===== config.mk =====
export PLATFORM = sky130hd
export DESIGN_NAME = mboxControl
export DESIGN_NICKNAME = d
export VERILOG_FILES = /design/src/mboxPkg.sv /design/src/cacheAdrSelect.sv /design/src/cacheWritePulses.sv /design/src/memStartCtl.sv /design/src/coreReadSeq.sv /design/src/diagReadMux.sv /design/src/mboxControl.sv
export SDC_FILE = /design/constraint.sdc
export NUM_CORES = 1
export LEC_CHECK = 0
export ABC_AREA = 1
export ABC_CLOCK_PERIOD_IN_PS = 2020
export BUFFER_PORTS_ARGS = -buffer_cell sky130_fd_sc_hd__buf_4
export CAP_MARGIN = 25
export CORE_MARGIN = 2
export CORE_UTILIZATION = 54
export DETAILED_ROUTE_END_ITERATION = 7
export PLACE_DENSITY = 0.92
export SYNTH_ARGS = -nofsm -noshare
export SYNTH_HDL_FRONTEND = slang
export SYNTH_SLANG_ARGS = --single-unit

===== constraint.sdc =====
create_clock -name clk -period 2.02 [get_ports clk]
set_clock_uncertainty 0.2 [all_clocks]
set_input_delay 0.202 -clock clk [delete_from_list [all_inputs] [get_ports clk]]
set_output_delay 0.202 -clock clk [all_outputs]
set_load 0.01 [all_outputs]

===== src/mboxPkg.sv =====
// Shared widths, diagnostic group codes and bus phase states for the memory-box control blocks.
package mboxPkg;

  // Physical page bits that pick a cache line.
  typedef logic [6:0] pageAdrT;

  // Word within a quadword.
  typedef logic [1:0] wordAdrT;

  // Bit i requests word i of the quadword.
  typedef logic [3:0] rqMaskT;

  typedef logic [2:0] diagSelT;
  typedef logic [6:0] diagWordT;

  // Held cache way match.
  typedef logic [1:0] camSelT;

  typedef enum logic {
    phaseA,
    phaseB
  } phaseT;

  // Clock cycles per memory bus phase.
  localparam int PhaseLen = 2;

  // Diagnostic readback groups.
  localparam diagSelT DiagWrEn     = 3'd0;
  localparam diagSelT DiagPulses   = 3'd1;
  localparam diagSelT DiagRequest  = 3'd2;
  localparam diagSelT DiagCoreRd   = 3'd3;
  localparam diagSelT DiagStart    = 3'd4;
  localparam diagSelT DiagCacheAdr = 3'd5;
  localparam diagSelT DiagStatus   = 3'd6;
  localparam diagSelT DiagSpare    = 3'd7;

endpackage


===== src/cacheAdrSelect.sv =====
// Cache address select with the refill address hold and the write-ok check.
`timescale 1ns/1ps

module cacheAdrSelect (
  input  logic             clk,
  input  logic             arstN,
  input  mboxPkg::pageAdrT pageAdr,
  input  mboxPkg::wordAdrT pageWord,
  input  logic             refillHold,
  input  logic             refillAdrEn,
  input  mboxPkg::wordAdrT mbSel,
  input  logic             firstWdAdrSel,
  input  mboxPkg::camSelT  matchIn,
  output mboxPkg::pageAdrT cacheAdr,
  output mboxPkg::wordAdrT wordAdr,
  output mboxPkg::camSelT  camSel,
  output logic             writeOk
);
  import mboxPkg::*;

  pageAdrT pageHold;
  wordAdrT wordHold;
  camSelT  matchHold;

  // Page address freezes for the whole refill.
  always_ff @(posedge clk) begin
    if (!refillHold) begin
      pageHold <= pageAdr;
      wordHold <= pageWord;
    end
  end

  always_ff @(posedge clk or negedge arstN) begin
    if (!arstN) begin
      matchHold <= '0;
    end else if (!refillHold) begin
      matchHold <= matchIn;
    end
  end

  always_comb begin
    cacheAdr = refillAdrEn ? pageHold : pageAdr;
    // First word of a refill comes from the MB select.
    if (firstWdAdrSel) begin
      wordAdr = mbSel;
    end else if (refillAdrEn) begin
      wordAdr = wordHold;
    end else begin
      wordAdr = pageWord;
    end
  end

  assign camSel = matchHold;

  // A write may go ahead unless it lands on the line under refill.
  assign writeOk = !refillHold || (pageAdr != pageHold);

endmodule


===== src/cacheWritePulses.sv =====
// Cache clear timing chain, registered cache write pulses and the write enable decode.
`timescale 1ns/1ps

module cacheWritePulses (
  input  logic            clk,
  input  logic            arstN,
  input  logic            clearWrT0,
  input  logic            ebox3CoreRd,
  input  logic            writeOk,
  input  logic            anyValHold,
  input  logic            oneWordRd,
  input  logic            wrFromMem,
  input  logic            ebxWrT4,
  input  logic            cacheWrIn,
  input  logic            eCacheWrCyc,
  input  logic            rdPause2nd,
  input  mboxPkg::camSelT camSel,
  input  mboxPkg::camSelT matchIn,
  output logic            clrT1,
  output logic            clrT2,
  output logic            clrT3,
  output logic            valWrPulse,
  output logic            wrWrPulse,
  output logic            adrWrPulse,
  output logic            dataWrPulse,
  output logic            selLru,
  output logic            dataClrDone,
  output mboxPkg::rqMaskT cshWrEn
);
  import mboxPkg::*;

  logic   clrNoVal;
  logic   holdMatch;
  logic   matchLoad;
  camSelT matchLatched;

  // Clear with no valid words held rewrites the whole entry.
  assign clrNoVal  = clrT1 && !anyValHold && !oneWordRd;
  assign matchLoad = holdMatch || (dataClrDone && eCacheWrCyc);

  always_ff @(posedge clk or negedge arstN) begin
    if (!arstN) begin
      clrT1       <= 1'b0;
      clrT2       <= 1'b0;
      clrT3       <= 1'b0;
      valWrPulse  <= 1'b0;
      wrWrPulse   <= 1'b0;
      adrWrPulse  <= 1'b0;
      dataWrPulse <= 1'b0;
      selLru      <= 1'b0;
    end else begin
      clrT1       <= (clearWrT0 && writeOk) || ebox3CoreRd;
      clrT2       <= clrT1;
      clrT3       <= clrT2;
      valWrPulse  <= wrFromMem || ebxWrT4 || clrNoVal;
      wrWrPulse   <= ebxWrT4 || clrNoVal;
      adrWrPulse  <= clrNoVal;
      dataWrPulse <= cacheWrIn;
      selLru      <= (clrT1 || clrT2) && !anyValHold;
    end
  end

  // Done flag lives from the end of the clear until the EBOX write or a new clear.
  always_ff @(posedge clk or negedge arstN) begin
    if (!arstN) begin
      dataClrDone  <= 1'b0;
      holdMatch    <= 1'b0;
      matchLatched <= '0;
    end else begin
      dataClrDone <= clrT3 || (dataClrDone && !ebxWrT4 && !clrT1);
      holdMatch   <= (clrT1 && eCacheWrCyc) || (holdMatch && !ebxWrT4);
      if (matchLoad) begin
        matchLatched <= eCacheWrCyc ? matchIn : camSel;
      end
    end
  end

  // One-hot way enable, off during the read pause and one-word reads.
  always_comb begin
    if (rdPause2nd || oneWordRd) begin
      cshWrEn = '0;
    end else begin
      cshWrEn = rqMaskT'(1) << matchLatched;
    end
  end

endmodule


===== src/memStartCtl.sv =====
// Memory bus phase tracker and per-phase memory start control with last acknowledge detect.
`timescale 1ns/1ps

module memStartCtl #(
  parameter int phaseLen = mboxPkg::PhaseLen
) (
  input  logic clk,
  input  logic arstN,
  input  logic startReq,
  input  logic coreRdInProg,
  input  logic memAcknA,
  input  logic memAcknB,
  input  logic nxmAckn,
  input  logic rqLeftZero,
  output logic aChangeComing,
  output logic bChangeComing,
  output logic memStartA,
  output logic memStartB,
  output logic acknPulse,
  output logic lastAckn
);
  import mboxPkg::*;

  localparam int CntW = (phaseLen > 1) ? $clog2(phaseLen) : 1;
  localparam logic [CntW-1:0] LastCnt = CntW'(phaseLen - 1);

  phaseT           phase;
  logic [CntW-1:0] phaseCnt;
  logic            phaseEnd;
  logic            anyStrobe;
  logic            startPending;
  logic            reqLive;
  logic            takeA;
  logic            takeB;
  logic            lastAcknSeen;

  assign phaseEnd  = (phaseCnt == LastCnt);
  assign anyStrobe = aChangeComing || bChangeComing;

  // Reset parks in B so the first strobe after reset opens phase A.
  always_ff @(posedge clk or negedge arstN) begin
    if (!arstN) begin
      phase         <= phaseB;
      phaseCnt      <= LastCnt;
      aChangeComing <= 1'b0;
      bChangeComing <= 1'b0;
    end else if (phaseEnd) begin
      phase         <= (phase == phaseA) ? phaseB : phaseA;
      phaseCnt      <= '0;
      aChangeComing <= (phase == phaseB);
      bChangeComing <= (phase == phaseA);
    end else begin
      phaseCnt      <= phaseCnt + 1'b1;
      aChangeComing <= 1'b0;
      bChangeComing <= 1'b0;
    end
  end

  assign acknPulse = (memStartA && aChangeComing && (memAcknA || nxmAckn)) ||
                     (memStartB && bChangeComing && (memAcknB || nxmAckn));
  assign lastAckn  = acknPulse && rqLeftZero;

  // One start at a time, and no new start while a core read drains.
  assign reqLive = (startReq || startPending) && !coreRdInProg && !memStartA && !memStartB;
  assign takeA   = reqLive && aChangeComing;
  assign takeB   = reqLive && bChangeComing;

  always_ff @(posedge clk or negedge arstN) begin
    if (!arstN) begin
      startPending <= 1'b0;
      lastAcknSeen <= 1'b0;
      memStartA    <= 1'b0;
      memStartB    <= 1'b0;
    end else begin
      startPending <= (startPending || startReq) && !takeA && !takeB;
      lastAcknSeen <= lastAckn || (lastAcknSeen && !anyStrobe);
      // Start drops on the strobe after the last acknowledge.
      memStartA    <= takeA || (memStartA && !(lastAcknSeen && anyStrobe));
      memStartB    <= takeB || (memStartB && !(lastAcknSeen && anyStrobe));
    end
  end

endmodule


===== src/coreReadSeq.sv =====
// Memory request latch, core read word sequencing, data valid delay and request parity.
`timescale 1ns/1ps

module coreReadSeq (
  input  logic             clk,
  input  logic             arstN,
  input  logic             memStartA,
  input  logic             memStartB,
  input  logic             rqHold,
  input  mboxPkg::rqMaskT  rqIn,
  input  logic             rdRqIn,
  input  logic             wrRqIn,
  input  mboxPkg::wordAdrT sbusAdr,
  input  logic             adrPar,
  input  logic             forceBadPar,
  input  logic             acknPulse,
  input  logic             aChangeComing,
  input  logic             bChangeComing,
  input  logic             memDataValidA,
  input  logic             memDataValidB,
  output mboxPkg::rqMaskT  memRq,
  output logic             memRdRq,
  output logic             memWrRq,
  output logic             memAdrPar,
  output mboxPkg::wordAdrT coreAdr,
  output logic             coreDataValid,
  output logic             coreRdInProg,
  output logic             rqLeftZero
);
  import mboxPkg::*;

  rqMaskT  rqLeft;
  rqMaskT  dvLeft;
  wordAdrT rqAdr;
  logic    parHold;
  logic    badParHold;
  logic    memStart;
  logic    memStartQ;
  logic    startRd;
  logic    dvM2;
  logic    dvM1;
  logic    dvLast;

  // Retires the lowest outstanding word of a mask.
  function automatic rqMaskT dropLowest(input rqMaskT m);
    return m & (m - rqMaskT'(1));
  endfunction

  assign memStart = memStartA || memStartB;
  assign startRd  = memStart && !memStartQ && memRdRq;
  assign dvM2     = (memDataValidA && aChangeComing) || (memDataValidB && bChangeComing);

  // At most one word left means this acknowledge is the last.
  assign rqLeftZero = (dropLowest(rqLeft) == '0);
  assign dvLast     = (dropLowest(dvLeft) == '0);

  always_ff @(posedge clk or negedge arstN) begin
    if (!arstN) begin
      memRq      <= '0;
      memRdRq    <= 1'b0;
      memWrRq    <= 1'b0;
      rqAdr      <= '0;
      parHold    <= 1'b0;
      badParHold <= 1'b0;
    end else if (rqHold) begin
      memRq      <= rqIn;
      memRdRq    <= rdRqIn;
      memWrRq    <= wrRqIn;
      rqAdr      <= sbusAdr;
      parHold    <= adrPar;
      badParHold <= forceBadPar;
    end
  end

  always_ff @(posedge clk or negedge arstN) begin
    if (!arstN) begin
      rqLeft <= '0;
    end else if (rqHold) begin
      rqLeft <= rqIn;
    end else if (acknPulse) begin
      rqLeft <= dropLowest(rqLeft);
    end
  end

  always_ff @(posedge clk or negedge arstN) begin
    if (!arstN) begin
      memStartQ     <= 1'b0;
      dvM1          <= 1'b0;
      coreDataValid <= 1'b0;
      coreRdInProg  <= 1'b0;
      coreAdr       <= '0;
      dvLeft        <= '0;
    end else begin
      memStartQ     <= memStart;
      dvM1          <= dvM2;
      coreDataValid <= dvM1;
      // Read words arrive in order from the start word.
      if (startRd) begin
        coreAdr      <= rqAdr;
        dvLeft       <= memRq;
        coreRdInProg <= 1'b1;
      end else if (coreDataValid) begin
        coreAdr <= coreAdr + 1'b1;
        dvLeft  <= dropLowest(dvLeft);
        if (dvLast) begin
          coreRdInProg <= 1'b0;
        end
      end
    end
  end

  // Odd parity over the request, flipped for the bad parity test.
  assign memAdrPar = ~(^{parHold, memRdRq, memWrRq, memRq, rqAdr}) ^ badParHold;

endmodule


===== src/diagReadMux.sv =====
// Diagnostic readback select of one status group onto the readback word.
`timescale 1ns/1ps

module diagReadMux (
  input  logic              diagEn,
  input  mboxPkg::diagSelT  diagSel,
  input  mboxPkg::diagWordT statusG0,
  input  mboxPkg::diagWordT statusG1,
  input  mboxPkg::diagWordT statusG2,
  input  mboxPkg::diagWordT statusG3,
  input  mboxPkg::diagWordT statusG4,
  input  mboxPkg::diagWordT statusG5,
  input  mboxPkg::diagWordT statusG6,
  input  mboxPkg::diagWordT statusG7,
  output mboxPkg::diagWordT diagData
);
  import mboxPkg::*;

  always_comb begin
    diagData = '0;
    if (diagEn) begin
      case (diagSel)
        DiagWrEn:     diagData = statusG0;
        DiagPulses:   diagData = statusG1;
        DiagRequest:  diagData = statusG2;
        DiagCoreRd:   diagData = statusG3;
        DiagStart:    diagData = statusG4;
        DiagCacheAdr: diagData = statusG5;
        DiagStatus:   diagData = statusG6;
        DiagSpare:    diagData = statusG7;
        default:      diagData = '0;
      endcase
    end
  end

endmodule


===== src/mboxControl.sv =====
// Memory-box control top level joining address select, write pulses, start, core read and diag.
`timescale 1ns/1ps

module mboxControl #(
  parameter int phaseLen = mboxPkg::PhaseLen
) (
  input  logic               clk,
  input  logic               arstN,
  input  mboxPkg::pageAdrT   pageAdr,
  input  mboxPkg::wordAdrT   pageWord,
  input  logic               refillHold,
  input  logic               refillAdrEn,
  input  mboxPkg::wordAdrT   mbSel,
  input  logic               firstWdAdrSel,
  input  mboxPkg::camSelT    matchIn,
  input  logic               clearWrT0,
  input  logic               ebox3CoreRd,
  input  logic               anyValHold,
  input  logic               oneWordRd,
  input  logic               wrFromMem,
  input  logic               ebxWrT4,
  input  logic               cacheWrIn,
  input  logic               eCacheWrCyc,
  input  logic               rdPause2nd,
  input  logic               startReq,
  input  logic               memAcknA,
  input  logic               memAcknB,
  input  logic               nxmAckn,
  input  logic               rqHold,
  input  mboxPkg::rqMaskT    rqIn,
  input  logic               rdRqIn,
  input  logic               wrRqIn,
  input  mboxPkg::wordAdrT   sbusAdr,
  input  logic               adrPar,
  input  logic               forceBadPar,
  input  logic               memDataValidA,
  input  logic               memDataValidB,
  input  logic               diagEn,
  input  mboxPkg::diagSelT   diagSel,
  output mboxPkg::pageAdrT   cacheAdr,
  output mboxPkg::wordAdrT   wordAdr,
  output mboxPkg::camSelT    camSel,
  output logic               writeOk,
  output logic               clrT1,
  output logic               clrT2,
  output logic               clrT3,
  output logic               valWrPulse,
  output logic               wrWrPulse,
  output logic               adrWrPulse,
  output logic               dataWrPulse,
  output logic               selLru,
  output logic               dataClrDone,
  output mboxPkg::rqMaskT    cshWrEn,
  output logic               aChangeComing,
  output logic               bChangeComing,
  output logic               memStartA,
  output logic               memStartB,
  output logic               acknPulse,
  output logic               lastAckn,
  output mboxPkg::rqMaskT    memRq,
  output logic               memRdRq,
  output logic               memWrRq,
  output logic               memAdrPar,
  output mboxPkg::wordAdrT   coreAdr,
  output logic               coreDataValid,
  output logic               coreRdInProg,
  output mboxPkg::diagWordT  diagData
);
  import mboxPkg::*;

  logic     rqLeftZero;
  diagWordT statusG0;
  diagWordT statusG1;
  diagWordT statusG2;
  diagWordT statusG3;
  diagWordT statusG4;
  diagWordT statusG5;
  diagWordT statusG6;

  cacheAdrSelect cacheAdrSelect0 (.*);

  cacheWritePulses cacheWritePulses0 (.*);

  memStartCtl #(
    .phaseLen(phaseLen)
  ) memStartCtl0 (.*);

  coreReadSeq coreReadSeq0 (.*);

  // Status groups, MSB first, zero filled above the listed fields.
  assign statusG0 = {1'b0, cshWrEn, camSel};
  assign statusG1 = {clrT1, clrT2, clrT3, valWrPulse, wrWrPulse, adrWrPulse, dataWrPulse};
  assign statusG2 = {1'b0, memRq, memRdRq, memWrRq};
  assign statusG3 = {3'b000, coreAdr, coreDataValid, coreRdInProg};
  assign statusG4 = {3'b000, memStartA, memStartB, aChangeComing, bChangeComing};
  assign statusG5 = cacheAdr;
  assign statusG6 = {5'b00000, writeOk, memAdrPar};

  // Group 7 is the spare group and reads as zero.
  diagReadMux diagReadMux0 (
    .statusG7('0),
    .*
  );

endmodule


==> impl_metrics.env <==
export IMPL_cp_slowest_cell="dfrtp_1"
export IMPL_crit_chain="inv_2, nand2_1, nand2_2, nand2_1, nand3_2, nand2_1, nand2_1, nand2_2, nand2_2, a21oi_2, buf_4"
export IMPL_synth_cell_types=31
export IMPL_grt_pass1_vias=3017
export IMPL_synthesis_nets=390
export IMPL_min_to="coreReadSeq0.parHold"
export IMPL_syn_cell_area_um2=2770
export IMPL_met2WireLength_um=5190
export IMPL_ys_warn_count=0
export IMPL_ant_nets=0
export IMPL_dieHeight_um=75.7
export IMPL_ir_drop_mv=0.580
export IMPL_wl_met3_um=1060
export IMPL_synth_seq_cells=55
export IMPL_die_area_um2=5720
export IMPL_antenna_found_initial=0
export IMPL_fillerInstances=260
export IMPL_initial_core_util=0.550
export IMPL_finalSetupTns_ns=-0.209
export IMPL_worst_pin_slew_ns=0.584
export IMPL_min_path_type="primary input to register"
export IMPL_grt_max_degree=47
export IMPL_hold_depth=3
export IMPL_io_buffer_count=96
export IMPL_hold_worst_slack_ns=0.00399
export IMPL_nets=536
export IMPL_wire_per_inst_um=18.3
export IMPL_endpoint_kind="output port"
export IMPL_numCtsBuffers=5
export IMPL_min_period_over_period=1.06
export IMPL_start_kind="register"
export IMPL_cts_max_level=2
export IMPL_drive_above_1_share=0.307
export IMPL_setup_ws_ns=-0.113
export IMPL_status="finished with violations"
export IMPL_yosys_most_used_dff="dfrtp_1"
export IMPL_synth_edf_count=9
export IMPL_powerDensity_nw_per_um2=772
export IMPL_num_rows=26
export IMPL_critPathKind="register to output port"
export IMPL_r2r_end="cacheWritePulses0.clrT1"
export IMPL_rsz0062_at_grt="yes"
export IMPL_hold_viol_final=0
export IMPL_ctsLongestPathBuffers=2
export IMPL_cp_data_arrival_time_ns=1.73
export IMPL_die_w_um=75.7
export IMPL_crit_start="coreReadSeq0.memRq[2]"
export IMPL_crit_top_cell="nand2_1"
export IMPL_setup_viol=3
export IMPL_finalPower_w=0.00324
export IMPL_maxCapViolations=0
export IMPL_worstPathRequired_ns=1.62
export IMPL_core_um2=5040
export IMPL_failed_checks="negative setup slack"
export IMPL_ys_seq_area_frac=0.514
export IMPL_grt_overflow=0
export IMPL_path_max_fanout=4
export IMPL_grtUsageTotal=0.347
export IMPL_async_flop_share=0.836
export IMPL_grt_pass1_wl_um=14500
export IMPL_path_clk_slew_ns=0.10
export IMPL_diodes=0
export IMPL_cellLeakagePower_nw=2.12
export IMPL_place_gp_congestion=1.02
export IMPL_boundaryPins=97
export IMPL_drv_slew=0
export IMPL_dr_pass1_iters=6
export IMPL_rrSetupSlack_ns=0.40
export IMPL_avgSynthCellArea_um2=8.11
export IMPL_vias=3285
export IMPL_place_ws_ns=0.196
export IMPL_rr_startpoint="cacheAdrSelect0.pageHold[1]"
export IMPL_drt_iter0_drc=352
export IMPL_max_stage_delay_ns=0.44
export IMPL_finalNonFillerCells=559
export IMPL_wl_um=10200
export IMPL_clock_latency_ns=0.33
export IMPL_slew_headroom=0.610
export IMPL_max_freq_mhz=469
export IMPL_place_hpwl_um=5860
export IMPL_netlist_instances=342
export IMPL_drc=0
export IMPL_cts_sinks=55
export IMPL_mostFrequentLayoutCells="109 x buf_4, 94 x nand2_1, 48 x inv_1, 41 x dfrtp_1, 34 x dlygate4sd3_1"
export IMPL_root_buffer="clkbuf_8"
export IMPL_placed_cells=505
export IMPL_layout_commonest_cell="buf_4"
export IMPL_top_layer="met4"
export IMPL_wl_met1_um=3420
export IMPL_r2r_cells=6
export IMPL_viasPerCell=5.88
export IMPL_syn2layout_area_growth_pct=51.2
export IMPL_fin_crit_ns=2.13
export IMPL_hp_start="rqHold"
export IMPL_cts_tree="done"
registers in the layout, indices dropped and copies added, names as in the netlist, 2 cells and up:
register	flops
coreReadSeq0.memRq	4
coreReadSeq0.coreAdr	2
cacheAdrSelect0.camSel	2
coreReadSeq0.rqLeft	4
cacheAdrSelect0.pageHold	7
coreReadSeq0.dvLeft	4
coreReadSeq0.rqAdr	2
cacheAdrSelect0.wordHold	2
cacheWritePulses0.matchLatched	2
through the flow:
stage	area [µm²]	util
after floorplan	2770	-
after global placement	3570	0.708
after detailed placement	3570	0.708
after CTS	4120	0.817
after global routing	4190	0.832
final	4190	0.832
cell usage after synthesis (3+ instances only):
cell type / n / area share
nand2_1: 101 / 0.14
inv_1: 52 / 0.070
dfrtp_1: 44 / 0.40
o21ai_0: 33 / 0.060
nor2_1: 18 / 0.024
a21oi_1: 14 / 0.025
nand3_1: 10 / 0.018
edfxtp_1: 9 / 0.097
nor3_1: 8 / 0.014
a31oi_1: 7 / 0.016
o211ai_1: 5 / 0.014
xnor2_1: 5 / 0.016
xor2_1: 5 / 0.016
o221ai_1: 3 / 0.0095
or2_2: 3 / 0.0068
logic make-up (layout without fill, tap and decap cells):
| logic type | Yosys count | after routing | synth area share |
|---|---|---|---|
| AO/OA/AOI/OAI | 73 | 73 | 0.154 |
| XOR/XNOR | 10 | 10 | 0.0316 |
| buffers and inverters | 57 | 204 | 0.0781 |
| flip-flops | 55 | 55 | 0.514 |
| AND/OR/NAND/NOR | 147 | 147 | 0.223 |
final cells by class:
cell class                 count  area (µm²)  area share
sequential                    55        1430       0.340
multi-input combinational    230        1200       0.286
timing repair buffer         143        1160       0.276
inverter                      53         199      0.0474
clock buffer                   8         123      0.0292
tap                           70        87.6      0.0209
metal layers:
| layer | vias up | GRT usage |
|---|---|---|
| met5 | - | 0 |
| met4 | 0 | 0.170 |
| met3 | 72 | 0.0794 |
| met2 | 266 | 0.608 |
| met1 | 1536 | 0.399 |
| li1 | 1411 | - |
critical path: cells and delay by family, from the launching register on:
kind | cells | cell delay [ns]
AO/OA/AOI/OAI | 1 | 0.14
AND/OR/NAND/NOR | 8 | 0.62
flip-flops | 1 | 0.44
buffers and inverters | 2 | 0.23
report_power, final:
group          internal (W)  total [W]  switching (W)
logic              0.000442   0.000986       0.000543
registers           0.00130    0.00147       0.000166
clock network      0.000397   0.000785       0.000389
what timing repair did:
item,CTS,global route
endpoints found under the hold margin,79,1
pin swaps,2,8
gates resized for setup,13,13
setup buffers,8,4
hold buffers,34,1
setup endpoints to repair,1,7
worst max path at each step:
stage / end / slack (ns) / cells past startpoint
2_1_floorplan: diagData[0] / 0.36 / 9
3_3_place_gp: diagData[2] / 0.22 / 6
3_5_place_dp: diagData[0] / 0.20 / 10
4_1_cts: diagData[0] / -0.02 / 11
5_1_grt: diagData[0] / -0.17 / 11
6_report: diagData[0] / -0.11 / 11
No activity file was read; power rests on OpenSTA's default activity.
